**config.mk**
```make
export PLATFORM = sky130hd
export DESIGN_NAME = rsp_bank
export DESIGN_NICKNAME = d
export VERILOG_FILES = /design/src/logic/rsp_bank_pkg.sv /design/src/logic/rsp_bank_pop_if.sv /design/src/logic/rsp_bank_alloc.sv /design/src/logic/rsp_bank_lists.sv /design/src/logic/rsp_bank_payload_ram.sv /design/src/logic/rsp_bank_release.sv /design/src/logic/rsp_bank.sv
export VERILOG_INCLUDE_DIRS = /design/src /design/src/logic
export SDC_FILE = /design/constraint.sdc
export NUM_CORES = 1
export LEC_CHECK = 0
export BUFFER_PORTS_ARGS = -buffer_cell sky130_fd_sc_hd__buf_4
export CORE_ASPECT_RATIO = 1.5
export CORE_MARGIN = 5
export CORE_UTILIZATION = 30
export CTS_BUF_LIST = sky130_fd_sc_hd__clkbuf_8
export DETAILED_ROUTE_END_ITERATION = 10
export GPL_ROUTABILITY_DRIVEN = 0
export RECOVER_POWER = 25
export SETUP_SLACK_MARGIN = 0.5
export SYNTH_ARGS = -nofsm -noshare
export SYNTH_HDL_FRONTEND = slang
export SYNTH_SLANG_ARGS = --single-unit
```
**constraint.sdc**
```tcl
create_clock -name clk_i -period 4.33 [get_ports clk_i]
set_clock_uncertainty 0.15 [all_clocks]
set_input_delay 0.6495 -clock clk_i [delete_from_list [all_inputs] [get_ports clk_i]]
set_output_delay 0.6495 -clock clk_i [all_outputs]
set_load 0.1 [all_outputs]
```
**src/logic/rsp_bank_consts.svh**
```systemverilog
`ifndef RSP_BANK_CONSTS_SVH
`define RSP_BANK_CONSTS_SVH

////////////////////////////////////////////////////////////
// Bank geometry
////////////////////////////////////////////////////////////

// Number of cells in the shared response RAM
`define RSP_BANK_CAPA 8
// Bits needed to address one cell
`define RSP_BANK_ADDR_W 3

// Number of AXI identifiers, one linked list each
`define RSP_BANK_NUM_IDS 4
// Bits of a binary AXI identifier
`define RSP_BANK_ID_W 2

// Response bits stored per cell, the ID travels beside it
`define RSP_BANK_PAYLOAD_W 16

`endif

```
**src/logic/rsp_bank_pkg.sv**
```systemverilog
`include "rsp_bank_consts.svh"

package rsp_bank_pkg;

  ////////////////////////////////////////////////////////////
  // Vector types shared by the whole bank
  ////////////////////////////////////////////////////////////

  // Address of one RAM cell
  typedef logic [`RSP_BANK_ADDR_W-1:0] addr_t;

  // Binary AXI identifier
  typedef logic [`RSP_BANK_ID_W-1:0] id_t;

  // Response content without its identifier
  typedef logic [`RSP_BANK_PAYLOAD_W-1:0] payload_t;

  // List length, one bit wider than an address so that a full bank fits
  typedef logic [`RSP_BANK_ADDR_W:0] len_t;

  // One bit per cell, used for enables, occupancy and the release pulse
  typedef logic [`RSP_BANK_CAPA-1:0] cell_mask_t;

  // One bit per identifier
  typedef logic [`RSP_BANK_NUM_IDS-1:0] id_mask_t;

endpackage

```
**src/logic/rsp_bank_pop_if.sv**
```systemverilog
`timescale 1ns/1ps

`include "rsp_bank_consts.svh"

// Status of the per-ID lists and the pop command that removes the oldest entry of one list
interface rsp_bank_pop_if;

  // Set for every ID whose list holds at least one stored response
  rsp_bank_pkg::id_mask_t avail;

  // Oldest cell of each list, only meaningful while the matching avail bit is set
  rsp_bank_pkg::addr_t tails [`RSP_BANK_NUM_IDS];

  // One-cycle command, there is no handshake back
  logic pop;
  rsp_bank_pkg::id_t pop_id;

  // The list manager publishes status and obeys pops
  modport lists (
    output avail,
    output tails,
    input  pop,
    input  pop_id
  );

  // The release side reads status and issues pops
  modport releaser (
    input  avail,
    input  tails,
    output pop,
    output pop_id
  );

endinterface

```
**src/logic/rsp_bank_alloc.sv**
```systemverilog
`timescale 1ns/1ps

`include "rsp_bank_consts.svh"

module rsp_bank_alloc (
  input  logic                     clk_i,
  input  logic                     rst_ni,
  input  logic                     i_rsv_valid,
  input  rsp_bank_pkg::cell_mask_t i_released,
  output logic                     o_rsv_ready,
  output rsp_bank_pkg::addr_t      o_rsv_addr,
  output logic                     o_rsv_fire
);

  // A bit is set from the cycle after its reservation until its release pulse
  rsp_bank_pkg::cell_mask_t occ_q;
  rsp_bank_pkg::cell_mask_t occ_d;

  rsp_bank_pkg::cell_mask_t free_cells;
  // One-hot copy of the lowest free cell, all zero when the bank is full
  rsp_bank_pkg::cell_mask_t lowest_free;
  rsp_bank_pkg::cell_mask_t grant;

  ////////////////////////////////////////////////////////////
  // Lowest free cell
  ////////////////////////////////////////////////////////////

  assign free_cells = ~occ_q;

  // Adding one to the inverted vector carries up to the first free bit only
  assign lowest_free = free_cells & (~free_cells + rsp_bank_pkg::cell_mask_t'(1));

  // Binary encoding of the one-hot search result
  always_comb begin
    o_rsv_addr = '0;
    for (int i = 0; i < `RSP_BANK_CAPA; i++) begin
      if (lowest_free[i]) begin
        o_rsv_addr = rsp_bank_pkg::addr_t'(i);
      end
    end
  end

  // Any free cell makes the bank ready, the grant itself is combinational
  assign o_rsv_ready = |free_cells;
  assign o_rsv_fire = i_rsv_valid && o_rsv_ready;

  ////////////////////////////////////////////////////////////
  // Occupancy update
  ////////////////////////////////////////////////////////////

  assign grant = o_rsv_fire ? lowest_free : '0;

  // A released cell was occupied this cycle, so it can never be the grant as well
  assign occ_d = (occ_q | grant) & ~i_released;

  always_ff @(posedge clk_i or negedge rst_ni) begin
    if (!rst_ni) begin
      occ_q <= '0;
    end else begin
      occ_q <= occ_d;
    end
  end

endmodule

```
**src/logic/rsp_bank_lists.sv**
```systemverilog
`timescale 1ns/1ps

`include "rsp_bank_consts.svh"

module rsp_bank_lists (
  input  logic                   clk_i,
  input  logic                   rst_ni,
  input  logic                   i_rsv_fire,
  input  rsp_bank_pkg::addr_t    i_rsv_addr,
  input  rsp_bank_pkg::id_t      i_rsv_id,
  input  logic                   i_in_valid,
  input  rsp_bank_pkg::id_t      i_in_id,
  input  rsp_bank_pkg::payload_t i_in_payload,
  output logic                   o_in_ready,
  output logic                   o_wr_en,
  output rsp_bank_pkg::addr_t    o_wr_addr,
  output rsp_bank_pkg::payload_t o_wr_data,
  rsp_bank_pop_if.lists          pop
);

  // Per list, in linked order from oldest to newest:
  // tail is the oldest stored cell, or the oldest reserved one while nothing is stored
  // fill is the oldest reserved empty cell, or the head while none is left
  // head is the cell reserved last
  rsp_bank_pkg::addr_t rsv_head_q [`RSP_BANK_NUM_IDS];
  rsp_bank_pkg::addr_t rsv_head_d [`RSP_BANK_NUM_IDS];
  rsp_bank_pkg::addr_t fill_q [`RSP_BANK_NUM_IDS];
  rsp_bank_pkg::addr_t fill_d [`RSP_BANK_NUM_IDS];
  rsp_bank_pkg::addr_t tail_q [`RSP_BANK_NUM_IDS];
  rsp_bank_pkg::addr_t tail_d [`RSP_BANK_NUM_IDS];

  // Reserved cells still waiting for a response, and cells holding one
  rsp_bank_pkg::len_t rsv_len_q [`RSP_BANK_NUM_IDS];
  rsp_bank_pkg::len_t rsv_len_d [`RSP_BANK_NUM_IDS];
  rsp_bank_pkg::len_t rsp_len_q [`RSP_BANK_NUM_IDS];
  rsp_bank_pkg::len_t rsp_len_d [`RSP_BANK_NUM_IDS];

  // Next-cell links, read combinationally
  rsp_bank_pkg::addr_t next_q [`RSP_BANK_CAPA];

  rsp_bank_pkg::id_mask_t rsv_hit;
  rsp_bank_pkg::id_mask_t in_hit;
  rsp_bank_pkg::id_mask_t pop_hit;
  rsp_bank_pkg::id_mask_t occupied;

  logic in_fire;
  logic link_we;
  rsp_bank_pkg::addr_t link_src;

  ////////////////////////////////////////////////////////////
  // Events per identifier
  ////////////////////////////////////////////////////////////

  for (genvar g = 0; g < `RSP_BANK_NUM_IDS; g++) begin : gen_id
    assign rsv_hit[g] = i_rsv_fire && (i_rsv_id == rsp_bank_pkg::id_t'(g));
    assign in_hit[g] = in_fire && (i_in_id == rsp_bank_pkg::id_t'(g));
    assign pop_hit[g] = pop.pop && (pop.pop_id == rsp_bank_pkg::id_t'(g));
    // A list with no cell at all restarts from scratch on its next reservation
    assign occupied[g] = (rsv_len_q[g] != '0) || (rsp_len_q[g] != '0);
    assign pop.avail[g] = rsp_len_q[g] != '0;
    assign pop.tails[g] = tail_q[g];
  end

  // Ready depends on valid, which the AXI handshake rules allow
  assign o_in_ready = i_in_valid && (rsv_len_q[i_in_id] != '0);
  assign in_fire = o_in_ready;

  // The payload lands in the oldest empty reserved cell of its ID
  assign o_wr_en = in_fire;
  assign o_wr_addr = fill_q[i_in_id];
  assign o_wr_data = i_in_payload;

  // A reservation into a live list chains the new cell behind the current head
  assign link_we = i_rsv_fire && occupied[i_rsv_id];
  assign link_src = rsv_head_q[i_rsv_id];

  ////////////////////////////////////////////////////////////
  // Pointer and length update
  ////////////////////////////////////////////////////////////

  always_comb begin
    for (int i = 0; i < `RSP_BANK_NUM_IDS; i++) begin
      rsv_head_d[i] = rsv_head_q[i];
      fill_d[i] = fill_q[i];
      tail_d[i] = tail_q[i];

      // All three events may hit the same list, so the counts simply add up
      rsv_len_d[i] = rsv_len_q[i] + rsp_bank_pkg::len_t'(rsv_hit[i])
                     - rsp_bank_pkg::len_t'(in_hit[i]);
      rsp_len_d[i] = rsp_len_q[i] + rsp_bank_pkg::len_t'(in_hit[i])
                     - rsp_bank_pkg::len_t'(pop_hit[i]);

      // With more than one empty cell the fill pointer is behind the head, so its link exists
      if (in_hit[i] && (rsv_len_q[i] > rsp_bank_pkg::len_t'(1))) begin
        fill_d[i] = next_q[fill_q[i]];
      end

      // The link out of the tail may be written in this very cycle, so forward it
      if (pop_hit[i]) begin
        if (link_we && (link_src == tail_q[i])) begin
          tail_d[i] = i_rsv_addr;
        end else begin
          tail_d[i] = next_q[tail_q[i]];
        end
      end

      if (rsv_hit[i]) begin
        rsv_head_d[i] = i_rsv_addr;
        if (!occupied[i]) begin
          fill_d[i] = i_rsv_addr;
          tail_d[i] = i_rsv_addr;
        end else if (rsv_len_q[i] == rsp_bank_pkg::len_t'(in_hit[i])) begin
          // No empty cell is left after this cycle's input, the new one is next to fill
          fill_d[i] = i_rsv_addr;
        end
      end
    end
  end

  always_ff @(posedge clk_i or negedge rst_ni) begin
    if (!rst_ni) begin
      rsv_head_q <= '{default: '0};
      fill_q <= '{default: '0};
      tail_q <= '{default: '0};
      rsv_len_q <= '{default: '0};
      rsp_len_q <= '{default: '0};
    end else begin
      rsv_head_q <= rsv_head_d;
      fill_q <= fill_d;
      tail_q <= tail_d;
      rsv_len_q <= rsv_len_d;
      rsp_len_q <= rsp_len_d;
    end
  end

  // Links of free cells are stale but never followed
  always_ff @(posedge clk_i) begin
    if (link_we) begin
      next_q[link_src] <= i_rsv_addr;
    end
  end

endmodule

```
**src/logic/rsp_bank_payload_ram.sv**
```systemverilog
`timescale 1ns/1ps

`include "rsp_bank_consts.svh"

module rsp_bank_payload_ram (
  input  logic                   clk_i,
  input  logic                   i_wr_en,
  input  rsp_bank_pkg::addr_t    i_wr_addr,
  input  rsp_bank_pkg::payload_t i_wr_data,
  input  logic                   i_rd_en,
  input  rsp_bank_pkg::addr_t    i_rd_addr,
  output rsp_bank_pkg::payload_t o_rd_data
);

  rsp_bank_pkg::payload_t mem [`RSP_BANK_CAPA];

  // Read register, it keeps its value until the next read
  rsp_bank_pkg::payload_t rd_q;

  always_ff @(posedge clk_i) begin
    if (i_wr_en) begin
      mem[i_wr_addr] <= i_wr_data;
    end
    // Reads target stored cells and writes target empty ones, so they never collide
    if (i_rd_en) begin
      rd_q <= mem[i_rd_addr];
    end
  end

  assign o_rd_data = rd_q;

endmodule

```
**src/logic/rsp_bank_release.sv**
```systemverilog
`timescale 1ns/1ps

`include "rsp_bank_consts.svh"

module rsp_bank_release (
  input  logic                     clk_i,
  input  logic                     rst_ni,
  input  rsp_bank_pkg::cell_mask_t i_release_en,
  input  logic                     i_out_ready,
  input  rsp_bank_pkg::payload_t   i_rd_data,
  output logic                     o_rd_en,
  output rsp_bank_pkg::addr_t      o_rd_addr,
  output logic                     o_out_valid,
  output rsp_bank_pkg::id_t        o_out_id,
  output rsp_bank_pkg::payload_t   o_out_payload,
  output rsp_bank_pkg::cell_mask_t o_released,
  rsp_bank_pop_if.releaser         pop
);

  // IDs whose oldest stored cell is enabled for release
  rsp_bank_pkg::id_mask_t qualify;
  rsp_bank_pkg::id_t win_id;

  logic out_fire;
  logic can_pop;
  logic pop_now;

  // Output register, the payload half of it is the RAM read register
  logic out_valid_q;
  rsp_bank_pkg::id_t out_id_q;
  rsp_bank_pkg::cell_mask_t out_cell_q;

  ////////////////////////////////////////////////////////////
  // Arbitration
  ////////////////////////////////////////////////////////////

  for (genvar g = 0; g < `RSP_BANK_NUM_IDS; g++) begin : gen_qualify
    assign qualify[g] = pop.avail[g] && i_release_en[pop.tails[g]];
  end

  // Scan downwards so that the lowest qualifying ID is written last and wins
  always_comb begin
    win_id = '0;
    for (int i = `RSP_BANK_NUM_IDS - 1; i >= 0; i--) begin
      if (qualify[i]) begin
        win_id = rsp_bank_pkg::id_t'(i);
      end
    end
  end

  assign out_fire = out_valid_q && i_out_ready;

  // A new read may start only if the output slot is empty or leaves in this cycle
  assign can_pop = !out_valid_q || i_out_ready;
  assign pop_now = can_pop && (|qualify);

  assign pop.pop = pop_now;
  assign pop.pop_id = win_id;

  assign o_rd_en = pop_now;
  assign o_rd_addr = pop.tails[win_id];

  ////////////////////////////////////////////////////////////
  // Output register
  ////////////////////////////////////////////////////////////

  always_ff @(posedge clk_i or negedge rst_ni) begin
    if (!rst_ni) begin
      out_valid_q <= 1'b0;
    end else if (pop_now) begin
      out_valid_q <= 1'b1;
    end else if (out_fire) begin
      out_valid_q <= 1'b0;
    end
  end

  // ID and cell are captured together with the RAM read
  always_ff @(posedge clk_i) begin
    if (pop_now) begin
      out_id_q <= win_id;
      out_cell_q <= rsp_bank_pkg::cell_mask_t'(1) << o_rd_addr;
    end
  end

  assign o_out_valid = out_valid_q;
  assign o_out_id = out_id_q;
  assign o_out_payload = i_rd_data;

  // The cell of the leaving response is announced for exactly the handshake cycle
  assign o_released = out_fire ? out_cell_q : '0;

endmodule

```
**src/logic/rsp_bank.sv**
```systemverilog
`timescale 1ns/1ps

module rsp_bank (
  input  logic                     clk_i,
  input  logic                     rst_ni,
  input  logic                     i_rsv_valid,
  input  rsp_bank_pkg::id_t        i_rsv_id,
  input  rsp_bank_pkg::cell_mask_t i_release_en,
  input  logic                     i_in_valid,
  input  rsp_bank_pkg::id_t        i_in_id,
  input  rsp_bank_pkg::payload_t   i_in_payload,
  input  logic                     i_out_ready,
  output logic                     o_rsv_ready,
  output rsp_bank_pkg::addr_t      o_rsv_addr,
  output rsp_bank_pkg::cell_mask_t o_released_addr,
  output logic                     o_in_ready,
  output logic                     o_out_valid,
  output rsp_bank_pkg::id_t        o_out_id,
  output rsp_bank_pkg::payload_t   o_out_payload
);

  // Reservation grant towards the list manager
  logic rsv_fire;

  // Payload RAM ports
  logic wr_en;
  rsp_bank_pkg::addr_t wr_addr;
  rsp_bank_pkg::payload_t wr_data;
  logic rd_en;
  rsp_bank_pkg::addr_t rd_addr;
  rsp_bank_pkg::payload_t rd_data;

  // List status one way, pop commands the other
  rsp_bank_pop_if pop_bus ();

  rsp_bank_alloc u_alloc (
    .clk_i       (clk_i),
    .rst_ni      (rst_ni),
    .i_rsv_valid (i_rsv_valid),
    .i_released  (o_released_addr),
    .o_rsv_ready (o_rsv_ready),
    .o_rsv_addr  (o_rsv_addr),
    .o_rsv_fire  (rsv_fire)
  );

  rsp_bank_lists u_lists (
    .clk_i        (clk_i),
    .rst_ni       (rst_ni),
    .i_rsv_fire   (rsv_fire),
    .i_rsv_addr   (o_rsv_addr),
    .i_rsv_id     (i_rsv_id),
    .i_in_valid   (i_in_valid),
    .i_in_id      (i_in_id),
    .i_in_payload (i_in_payload),
    .o_in_ready   (o_in_ready),
    .o_wr_en      (wr_en),
    .o_wr_addr    (wr_addr),
    .o_wr_data    (wr_data),
    .pop          (pop_bus)
  );

  rsp_bank_payload_ram u_ram (
    .clk_i     (clk_i),
    .i_wr_en   (wr_en),
    .i_wr_addr (wr_addr),
    .i_wr_data (wr_data),
    .i_rd_en   (rd_en),
    .i_rd_addr (rd_addr),
    .o_rd_data (rd_data)
  );

  rsp_bank_release u_release (
    .clk_i         (clk_i),
    .rst_ni        (rst_ni),
    .i_release_en  (i_release_en),
    .i_out_ready   (i_out_ready),
    .i_rd_data     (rd_data),
    .o_rd_en       (rd_en),
    .o_rd_addr     (rd_addr),
    .o_out_valid   (o_out_valid),
    .o_out_id      (o_out_id),
    .o_out_payload (o_out_payload),
    .o_released    (o_released_addr),
    .pop           (pop_bus)
  );

endmodule

```
After elaboration in Yosys (flattened, before gate mapping)
Memories as Yosys holds them, arrays and structs flattened. A register that Yosys moved wholly into a read port is not among the register bits.
Cells that the tools add are included.
{ "totals": {"wordCells": 205, "out_inout_bits": 32, "memories": 2, "inputBits": 33, "register_bits": 87, "ram_bits": 152} }
{ "mem_list": {"columns": ["name", "depth", "width", "rd", "rd_ports_with_merged_regs", "wr", "line", "rtl"], "rows": [
  ["u_ram.mem", 8, 16, 1, 1, 1, "rsp_bank_payload_ram.sv:15", "rsp_bank_pkg::payload_t mem [`RSP_BANK_CAPA];"],
  ["u_lists.next_q", 8, 3, 8, 0, 1, "rsp_bank_lists.sv:39", "rsp_bank_pkg::addr_t next_q [`RSP_BANK_CAPA];"]
]} }
{ "op_classes": {"add_sub_neg": 17, "n_lt_le_gt_ge": 12, "reduce_logical": 50, "muxes": 73, "shifts": 1, "n_bitwise": 9, "eq_ne": 17} }
{ "op_table": {"columns": ["cell", "count"], "rows": [
  ["two-way mux 3 bit", 44],
  ["nonzero test 4 bit", 9],
  ["adder 4 x 1 -> 4 bit", 8],
  ["subtractor 4 x 1 -> 4 bit", 8],
  ["logical AND 1 bit", 29],
  ["NOT 8 bit", 3],
  ["binary-select mux 3 bit (select 2 bit)", 3],
  ["AND 8 bit", 2],
  ["== test 4 x 1 -> 1 bit", 4],
  ["> comparator 4 x 1 -> 1 bit, second input constant", 4],
  ["less-than comparator 3 x 4 -> 1 bit, second input constant", 4],
  ["two-way mux 8 bit", 2],
  ["binary-select mux 1 bit (select 3 bit)", 4],
  ["== test 2 bit, second input constant", 6],
  ["== test 3 bit", 4],
  ["two-way mux 1 bit", 12],
  ["greater-or-equal comparator 3 bit, second input constant", 3],
  ["NOT 2 -> 3 bit", 3],
  ["adder 8 x 1 -> 8 bit, second input constant", 1],
  ["binary-select mux 4 bit (select 2 bit)", 1],
  ["two-way mux 2 bit", 4],
  ["two-way mux 4 bit", 2],
  ["OR 8 bit", 1],
  ["OR reduction 8 bit", 1],
  ["9 further kinds", 17]
]} }

Depth between registers and ports, before layout
Gate-level depths: netlist of the first run.
{ "logic_depth": {"depth_word": 15, "ltp_mapped": 14, "depth_no_buf": 14} }

Modules after synthesis
Synthesis of the first run repeated with hierarchy kept, for this count alone.
{ "hier_totals": {"cells_unflattened": 941, "hier_area_um2": 13785.7} }
{ "modules_own_cells": {"columns": ["mod", "cells_each", "instances", "area_per_inst_um2", "seq_area_each_um2"], "rows": [
  ["rsp_bank_lists", 568, 1, 6615.1, 2422.3],
  ["rsp_bank_payload_ram", 214, 1, 5454.0, 4324.1],
  ["rsp_bank_release", 118, 1, 1312.5, 325.3],
  ["rsp_bank_alloc", 41, 1, 404.1, 200.2]
]} }

Worst setup path after synthesis of the first run
No wires, ideal clock.
{ "synth_path": {"path_kind": "input to register", "start": "in i_in_id[1]", "end": "reg u_lists.fill_q[8] in the netlist's numbering", "required_time_ps": 4052, "arrival_ps": 4353, "setup_ps": 128, "slack_ps": -300, "n_path_buf": 1, "cell_stages": 9, "path_cell_list": "clkbuf_1 -> mux4_2 -> nor2b_1 -> nand2b_1 -> nor2_1 -> ha_1 -> and3_1 -> o21ai_0 -> mux2_2"} }
{ "synth_rtl": {"columns": ["item", "line", "rtl"], "rows": [
  ["from (decl)", "rsp_bank.sv:10", "input rsp_bank_pkg::id_t i_in_id,"],
  ["to (signal assigned)", "rsp_bank_lists.sv:129", "fill_q <= fill_d;"],
  ["to (decl)", "rsp_bank_lists.sv:27", "rsp_bank_pkg::addr_t fill_q [`RSP_BANK_NUM_IDS];"]
]} }

Worst setup path after layout of the first run
{ "layout_path": {"start": "reg u_lists.tail_q, in the netlist u_lists.pop.tails[4]", "end": "reg u_ram.rd_q[11] (netlist: u_ram.o_rd_data[11]), read port of u_ram.mem, data pin"} }
{ "layout_via": {"elab_chain_cells": 10, "elab_cells_between_ends": 12, "classes_between": "mux: 8; bitwise: 1; reduce/logical: 3"} }
{ "layout_lines": {"columns": ["item", "line", "rtl"], "rows": [
  ["from (decl)", "rsp_bank_lists.sv:29", "rsp_bank_pkg::addr_t tail_q [`RSP_BANK_NUM_IDS];"],
  ["from (signal assigned)", "rsp_bank_lists.sv:130", "tail_q <= tail_d;"],
  ["binary-select mux 1 bit (select 3 bit)", "rsp_bank_release.sv:38", "assign qualify[g] = pop.avail[g] && i_release_en[pop.tails[g]];"],
  ["two-way mux 1 bit (not written as such)", "rsp_bank_release.sv:38", null],
  ["logical AND 1 bit", "rsp_bank_release.sv:38", null],
  ["two-way mux 2 bit (3 in a row)", "rsp_bank_release.sv:45", "if (qualify[i]) begin"],
  ["NOT 2 -> 3 bit (not written as such)", "rsp_bank_release.sv:61", "assign o_rd_addr = pop.tails[win_id];"],
  ["binary-select mux 3 bit (select 2 bit)", "rsp_bank_release.sv:61", null],
  ["two-way mux 3 bit (not written as such) (2 in a row)", "rsp_bank_release.sv:61", null],
  ["to (decl)", "rsp_bank_payload_ram.sv:18", "rsp_bank_pkg::payload_t rd_q;"]
]} }
Several ways; a longest one is shown, not always the timed one. The select of a mux whose other input is x is not followed.
A chain may end at the register's enable or synchronous reset.

==> run metrics, run 1 <==
Ys Warns 0; Chip Width 182 um; hpwl dp ~23,000 um; status finished with violations; Root Driver clkbuf_8; First-pass DRT Iterations 5; sequential-to-total area share from yosys stat a little over half; area of the core roughly 44,000 um^2; vias about 8,300; Synth cell types between 60 and 70; period utilization 82.8%; layout cell share with drive strength beyond 1 23.4%; WHS Path Cells 3; top_reg_cell synth edfxtp_1; vias in the first global route between 8,000 and 9,000; Total Wirelength roughly 34,000 um; HP Class in -> reg; Num CTS Buffers 44; Die Area 48,500 um^2; fin. max-slew vios between 50 and 60; CP max-delay cell dfrtp_1; CP Data Arrival Time around 3.7 ns; CP Buf/Inv Count 2; nets roughly 1,100; maximum clock frequency approximately 0.28 GHz; top-level I/O count 65; flops & latches, synth approximately 260; commonest non-fill, non-tap cell in the layout edfxtp_1; clk sinks between 200 and 300; ys async rst share a little under a third; die height ~270 um; Clock Tree Buf Depth 3; commonest cells after routing, fill and taps aside edfxtp_1 (178), mux2i_1 (107), dfrtp_1 (77); relative slew slack -87.4%; worst-path maximum fanout 35; Initial Util between 30% and 40%; largest net degree at the start of global routing 71; number of enable flip-flop cells after synthesis between 150 and 200; GRT Overall Usage a little over an eighth; capturing point of the worst reg2reg path u_ram.o_rd_data[11]; min-delay src i_rsv_valid; Final Hold Violating Endpoints 0; Clk Latency, worst-skew pair ~0.56 ns; final setup fails 0; total grt overflow 0; critical path's largest stage delay about 0.64 ns; delay-heaviest family, CP multiplexers; failing checks capacitance limit, slew limit; cells on worst reg2reg path 10; CTS clk-pin slew, worst paths 0.06 ns; reg2reg setup slack ~0.75 ns; port bufs 64; initial antenna violation count 1; worst slew pin tran 2.81 ns; syn nets 1,028; synthesis-to-layout area growth 16.0%; Required @ worst endpoint approximately 4.5 ns; DRT antenna net count 0; fin crit period between 3 and 4 ns; max_cap viols 1; Worst path most repeated cell mux2i_1; CP Cell Sequence nand2b_1 > o22ai_1 > or4_4 > mux2_1 > o211ai_1 > buf_4 > clkbuf_16 > mux2i_1 > mux2i_1 > mux2_2; Worst Hold Path EP u_alloc.occ_q[0]; average wire per standard cell 20.3 um; # DRC 0; post-synthesis cell area around 13,000 um^2; Worst R2R Start u_lists.pop.tails[4]; first-pass GRT wire length roughly 51,000 um; H-tree Lvls 2; initial drt markers approximately 510; CP endpoint kind flip-flop; Avg Synthesized Cell Area between 10 and 15 um^2; final setup TNS 0 ns; vias per inst approximately 5; TritonCTS clock tree done; Gate Count Post-Synth approximately 940; RSZ-0062 raised after global routing false; critical path type reg -> reg; Critical Path Source Type flip-flop; placement row count 94
## state kept, by name, indices dropped and copies added (netlist names), 12 cells and up
name                count
u_lists.rsv_len_q      16
u_ram.mem             128
u_lists.rsv_head_q     12
u_lists.fill_q         12
u_lists.pop.tails      12
u_ram.o_rd_data        16
u_lists.rsp_len_q      16
u_lists.next_q         24
## synthesized netlist by cell type (12+ instances only)
master / n / area share (%)
a21oi_1: 38 / 1.4
nand2b_1: 14 / 0.66
clkbuf_1: 14 / 0.40
nor2_1: 49 / 1.4
edfxtp_1: 178 / 40
mux4_2: 61 / 10
xor2_1: 13 / 0.86
mux2i_1: 107 / 8.1
o22ai_1: 12 / 0.57
xnor2_1: 15 / 0.99
nand2_1: 35 / 0.99
inv_1: 64 / 1.8
dfrtp_1: 77 / 15
ha_1: 44 / 4.2
mux2_2: 35 / 3.0
o21ai_0: 18 / 0.68
## metrics by stage
stage               util (%)  worst slack (ns)  cells  cell area [um^2]  hold WS (ns)
floorplan                  -             0.756    943             13200         0.204
global placement        33.2             0.487   1571             14500         0.335
detailed placement      33.2             0.451   1571             14500         0.344
CTS                     35.2             0.505   1652             15400         0.120
global route            35.1             0.399   1655             15400         0.245
finish                  35.1             0.746   1655             15400         0.234
## how the worst max path moves through the flow
stage                               from               endpoint  slack (ns)  cells after the start
floorplan                     i_in_id[1]      u_lists.fill_q[8]        0.76                      9
finish              u_lists.pop.tails[4]    u_ram.o_rd_data[11]        0.75                     10
CTS                 u_lists.pop.tails[4]    u_ram.o_rd_data[14]        0.50                      9
global placement         i_release_en[3]    u_ram.o_rd_data[11]        0.49                     10
global route                      rst_ni  u_lists.rsv_head_q[7]        0.40                      2
detailed placement       i_release_en[5]    u_ram.o_rd_data[14]        0.45                     10
## layer usage
metal  vias to the layer above  routed length, um  GRT usage (%)
met2                       236              17300           24.4
met1                      4166              12300           14.6
met3                        78               1680           2.62
li1                       3787                  -              -
met4                         0               2260           8.40
met5                         -                  0              0
## kinds of logic (layout without fill, tap and decap cells)
family | count (synthesis) | after routing | share of synthesized area (%)
AOI/OAI and AO/OA | 117 | 117 | 5.62
DFF | 255 | 255 | 54.9
other | 0 | 1 | 0
buffers and inverters | 105 | 240 | 3.42
adders and majority gates | 52 | 52 | 5.37
muxes | 206 | 206 | 21.7
and+or+nand+nor | 180 | 180 | 7.11
xor gates and xnor gates | 28 | 28 | 1.85
## worst min-delay path: cells and delay by family
kind                   cells  cell delay [ns]
buffers and inverters      1             0.13
AND/OR/NAND/NOR            2             0.12
## final cells by class
cell class / count / area (um^2)
multi-input cells: 583 / 5560
clock inverters: 31 / 196
inverters: 65 / 244
well taps: 576 / 721
clock buffers: 49 / 674
repair buffers: 95 / 689
flip-flops and latches: 255 / 7270
diodes: 1 / 2.50
fillers: 4321 / 28400
## repair_timing
| action | CTS | global route |
|---|---|---|
| hold buffers | 1 | 0 |
| endpoints found under the setup margin | 0 | 16 |
| endpoints found under the hold margin | 49 | 0 |
| buffers inserted | 0 | 1 |
| gates resized for setup | 0 | 5 |
Power of run 1 is left out: the tool's default activity adds up to more than one toggle a clock period on the data nets, which glitch-free logic cannot reach.
==> run 2, diff against run 1 <==
- ABC_AREA: not set -> 1
- clock period: 4.33 -> 3.7 ns (I/O delays scaled with it)
==> run 2 against run 1 <==
Effect of this change:
- the flow now finishes without violations
- area after synthesis increased by 6.3%
- count of clock-buffer cells in the layout fell by 6
- non-clock buffer count rose by 7
- die area is 6.0% higher
- critical path type unchanged
==> run metrics, run 2 <==
status complete, no violations; initial antenna violation count 1 (unchanged); syn nets 1,681 (+64%); Critical Path Source Type flip-flop; vias per inst 4.95 (-0.91%); number of enable flip-flop cells after synthesis 178 (unchanged); Synth area leaders edfxtp_1 (38%), dfrtp_1 (14%), nand2_1 (12%), o21ai_0 (4.9%), inv_1 (4.5%); largest reg by FF count u_ram.mem; final setup TNS 0 ns (unchanged); worst slew pin tran 1.38 ns (-1.43 ns); nets 1,767 (+57%); H-tree Lvls 2 (unchanged); Final Hold Violating Endpoints 0 (unchanged); cell with the most instances after synthesis nand2_1; grt met2 use 29.5% (+5.1 points); vias 11,400 (+38%); top-level I/O count 65 (unchanged); first-pass GRT wire length 62,700 um (+23%); initial drt markers 808 (+58%); Initial Util 30.2% (-0.070 points); port bufs 64 (unchanged); Regs by FF count u_ram.mem (128), u_lists.next_q (24); largest net degree at the start of global routing 65 (-8.5%); average wire per standard cell 17.8 um (-12%); vias in the first global route 11,400 (+30%); maximum clock frequency 0.325 GHz (+16%); TritonCTS clock tree done; top_reg_cell synth edfxtp_1; sequential-to-total area share from yosys stat 51.7% (-3.2 points); DRT antenna net count 0 (unchanged); fin crit period 3.08 ns (-0.506 ns); Gate Count Post-Synth 1,596 (+69%); Largest register FFs 128 (unchanged); CP Buf/Inv Count 4 (+2); Commonest cells post-synth nand2_1 (450), edfxtp_1 (178), inv_1 (168); Clk Latency, worst-skew pair 0.58 ns (+0.02 ns); period utilization 83.2% (+0.42 points); ys async rst share 30.2% (unchanged); Avg Synthesized Cell Area 8.82 um^2 (-37%); Required @ worst endpoint 3.98 ns (-0.50 ns); final setup fails 0 (unchanged); Clock Tree Buf Depth 3 (unchanged); placement row count 97 (+3.2%); GR Util met3 2.18% (-0.45 points); Total Wirelength 41,000 um (+22%); clk sinks 255 (unchanged); Root Driver clkbuf_8; Num CTS Buffers 40 (-9.1%); Chip Width 187 um (+2.9%); die height 275 um (+3.0%); layout cell share with drive strength beyond 1 12.4% (-11 points); max_cap viols 0 (-1); commonest non-fill, non-tap cell in the layout nand2_1; Ys Warns 0 (unchanged); Global Route met1 Usage 16.0% (+1.4 points); Synth cell types 44 (-28%); CP max-delay cell fa_1; hpwl dp 28,600 um (+26%); RSZ-0062 raised after global routing true; critical path type reg -> reg; First-pass DRT Iterations 5 (unchanged); # DRC 0 (unchanged); post-synth top area share 38.0% (-2.4 points); GRT Overall Usage 15.4% (+1.9 points); CTS clk-pin slew, worst paths 0.07 ns (about the same); Die Area 51,400 um^2 (+6.0%); delay-heaviest family, CP adder cells; area leader, netlist edfxtp_1; area of the core 46,600 um^2 (+6.5%); worst-path maximum fanout 6 (-83%); CP endpoint kind flip-flop; relative slew slack 7.71% (+95 points); post-synthesis cell area 14,100 um^2 (+6.3%); HP Class in -> reg; CP Cell Sequence inv_1 > ha_1 > nand3_1 > nand3_2 > nand2_2 > inv_2 > a21oi_4 > nand2_2 > inv_2 > ha_1 > inv_1 > ha_1 > fa_1 > xor2_1; flops & latches, synth 255 (unchanged); critical path's largest stage delay 0.41 ns (-0.23 ns); total grt overflow 0 (unchanged); fin. max-slew vios 0 (-100%); grt peak-use layer met2; CP Data Arrival Time 3.35 ns (-0.39 ns); synthesis-to-layout area growth 13.7%; commonest cells after routing, fill and taps aside nand2_1 (447), inv_1 (180), edfxtp_1 (178); Worst path most repeated cell ha_1
==> run 2: timing repair <==
item,in CTS,in global routing
resized for setup,3,10
gates cloned,0,0
pin swaps,1,0
setup buffers,1,0
endpoints found under the hold margin,52,0
endpoints found under the setup margin,4,19
hold buffers,1,0
==> run 2: kinds of logic (layout without fill, tap and decap cells) <==
family | count (synthesis) | after routing | share of synthesized area (%)
xor+xnor | 24 | 24 | 1.49
buf+inv | 243 | 359 | 7.63
flops | 255 | 255 | 51.7
simple gates | 714 | 714 | 22.0
other cells | 0 | 1 | 0
fa+ha+maj | 52 | 52 | 5.05
compound gates | 308 | 308 | 12.1
==> run 2: path summary, 6_finish.rpt <==
check | endpoint | slack (ns) | cells past startpoint | startpoint
max | u_lists.rsp_len_q[6] | 0.62 | 14 | u_lists.rsp_len_q[14]
min | u_alloc.occ_q[7] | 0.10 | 3 | i_rsv_valid
min in group asynchronous | u_lists.rsv_len_q[13] | 0.71 | 2 | rst_ni
max in group asynchronous | u_lists.rsp_len_q[12] | 1.75 | 3 | rst_ni
min reg2reg | u_lists.rsv_head_q[6] | 0.34 | 1 | u_lists.rsv_head_q[6]
max reg2reg | u_lists.rsp_len_q[6] | 0.62 | 14 | u_lists.rsp_len_q[14]
==> run 2: cell type report <==
| cell class | instances | area, um^2 |
|---|---|---|
| inverters | 185 | 694 |
| clock buffers | 43 | 592 |
| multi-input cells | 1098 | 5780 |
| diodes | 1 | 2.50 |
| flip-flops and latches | 255 | 7280 |
| clock inverters | 29 | 148 |
| fillers | 4804 | 30600 |
| well taps | 594 | 743 |
| repair buffers | 102 | 754 |
==> run 2: per-stage QoR <==
step | utilization [%] | std cells | hold slack [ns] | instance area, um^2 | setup WS [ns]
3_3_place_gp | 32.7 | 2232 | 0.328 | 15200 | 0.607
2_1_floorplan | - | 1596 | 0.109 | 14100 | 0.359
5_1_grt | 34.3 | 2307 | 0.0711 | 16000 | 0.440
3_5_place_dp | 32.7 | 2232 | 0.332 | 15200 | 0.509
4_1_cts | 34.4 | 2306 | 0.0190 | 16000 | 0.535
6_report | 34.3 | 2307 | 0.101 | 16000 | 0.622
==> run 2: routing by layer <==
| layer | vias up | wire length (um) | share of wire (%) |
|---|---|---|---|
| met1 | 5384 | 14800 | 36 |
| met3 | 129 | 2140 | 5.2 |
| met2 | 381 | 21600 | 53 |
| met5 | - | 0 | 0 |
| met4 | 0 | 2430 | 5.9 |
| li1 | 5525 | - | - |
==> run 2: worst register-to-register path, delay by kind of cell (launching register included) <==
family | cells | cell delay (ns)
adder cells (fa/ha/maj) | 4 | 1.05
flip-flops | 1 | 0.36
AO/OA/AOI/OAI | 1 | 0.08
buffers and inverters | 4 | 0.32
XOR/XNOR | 1 | 0.17
AND/OR/NAND/NOR | 4 | 0.81
Power of run 2 is left out for the same reason.
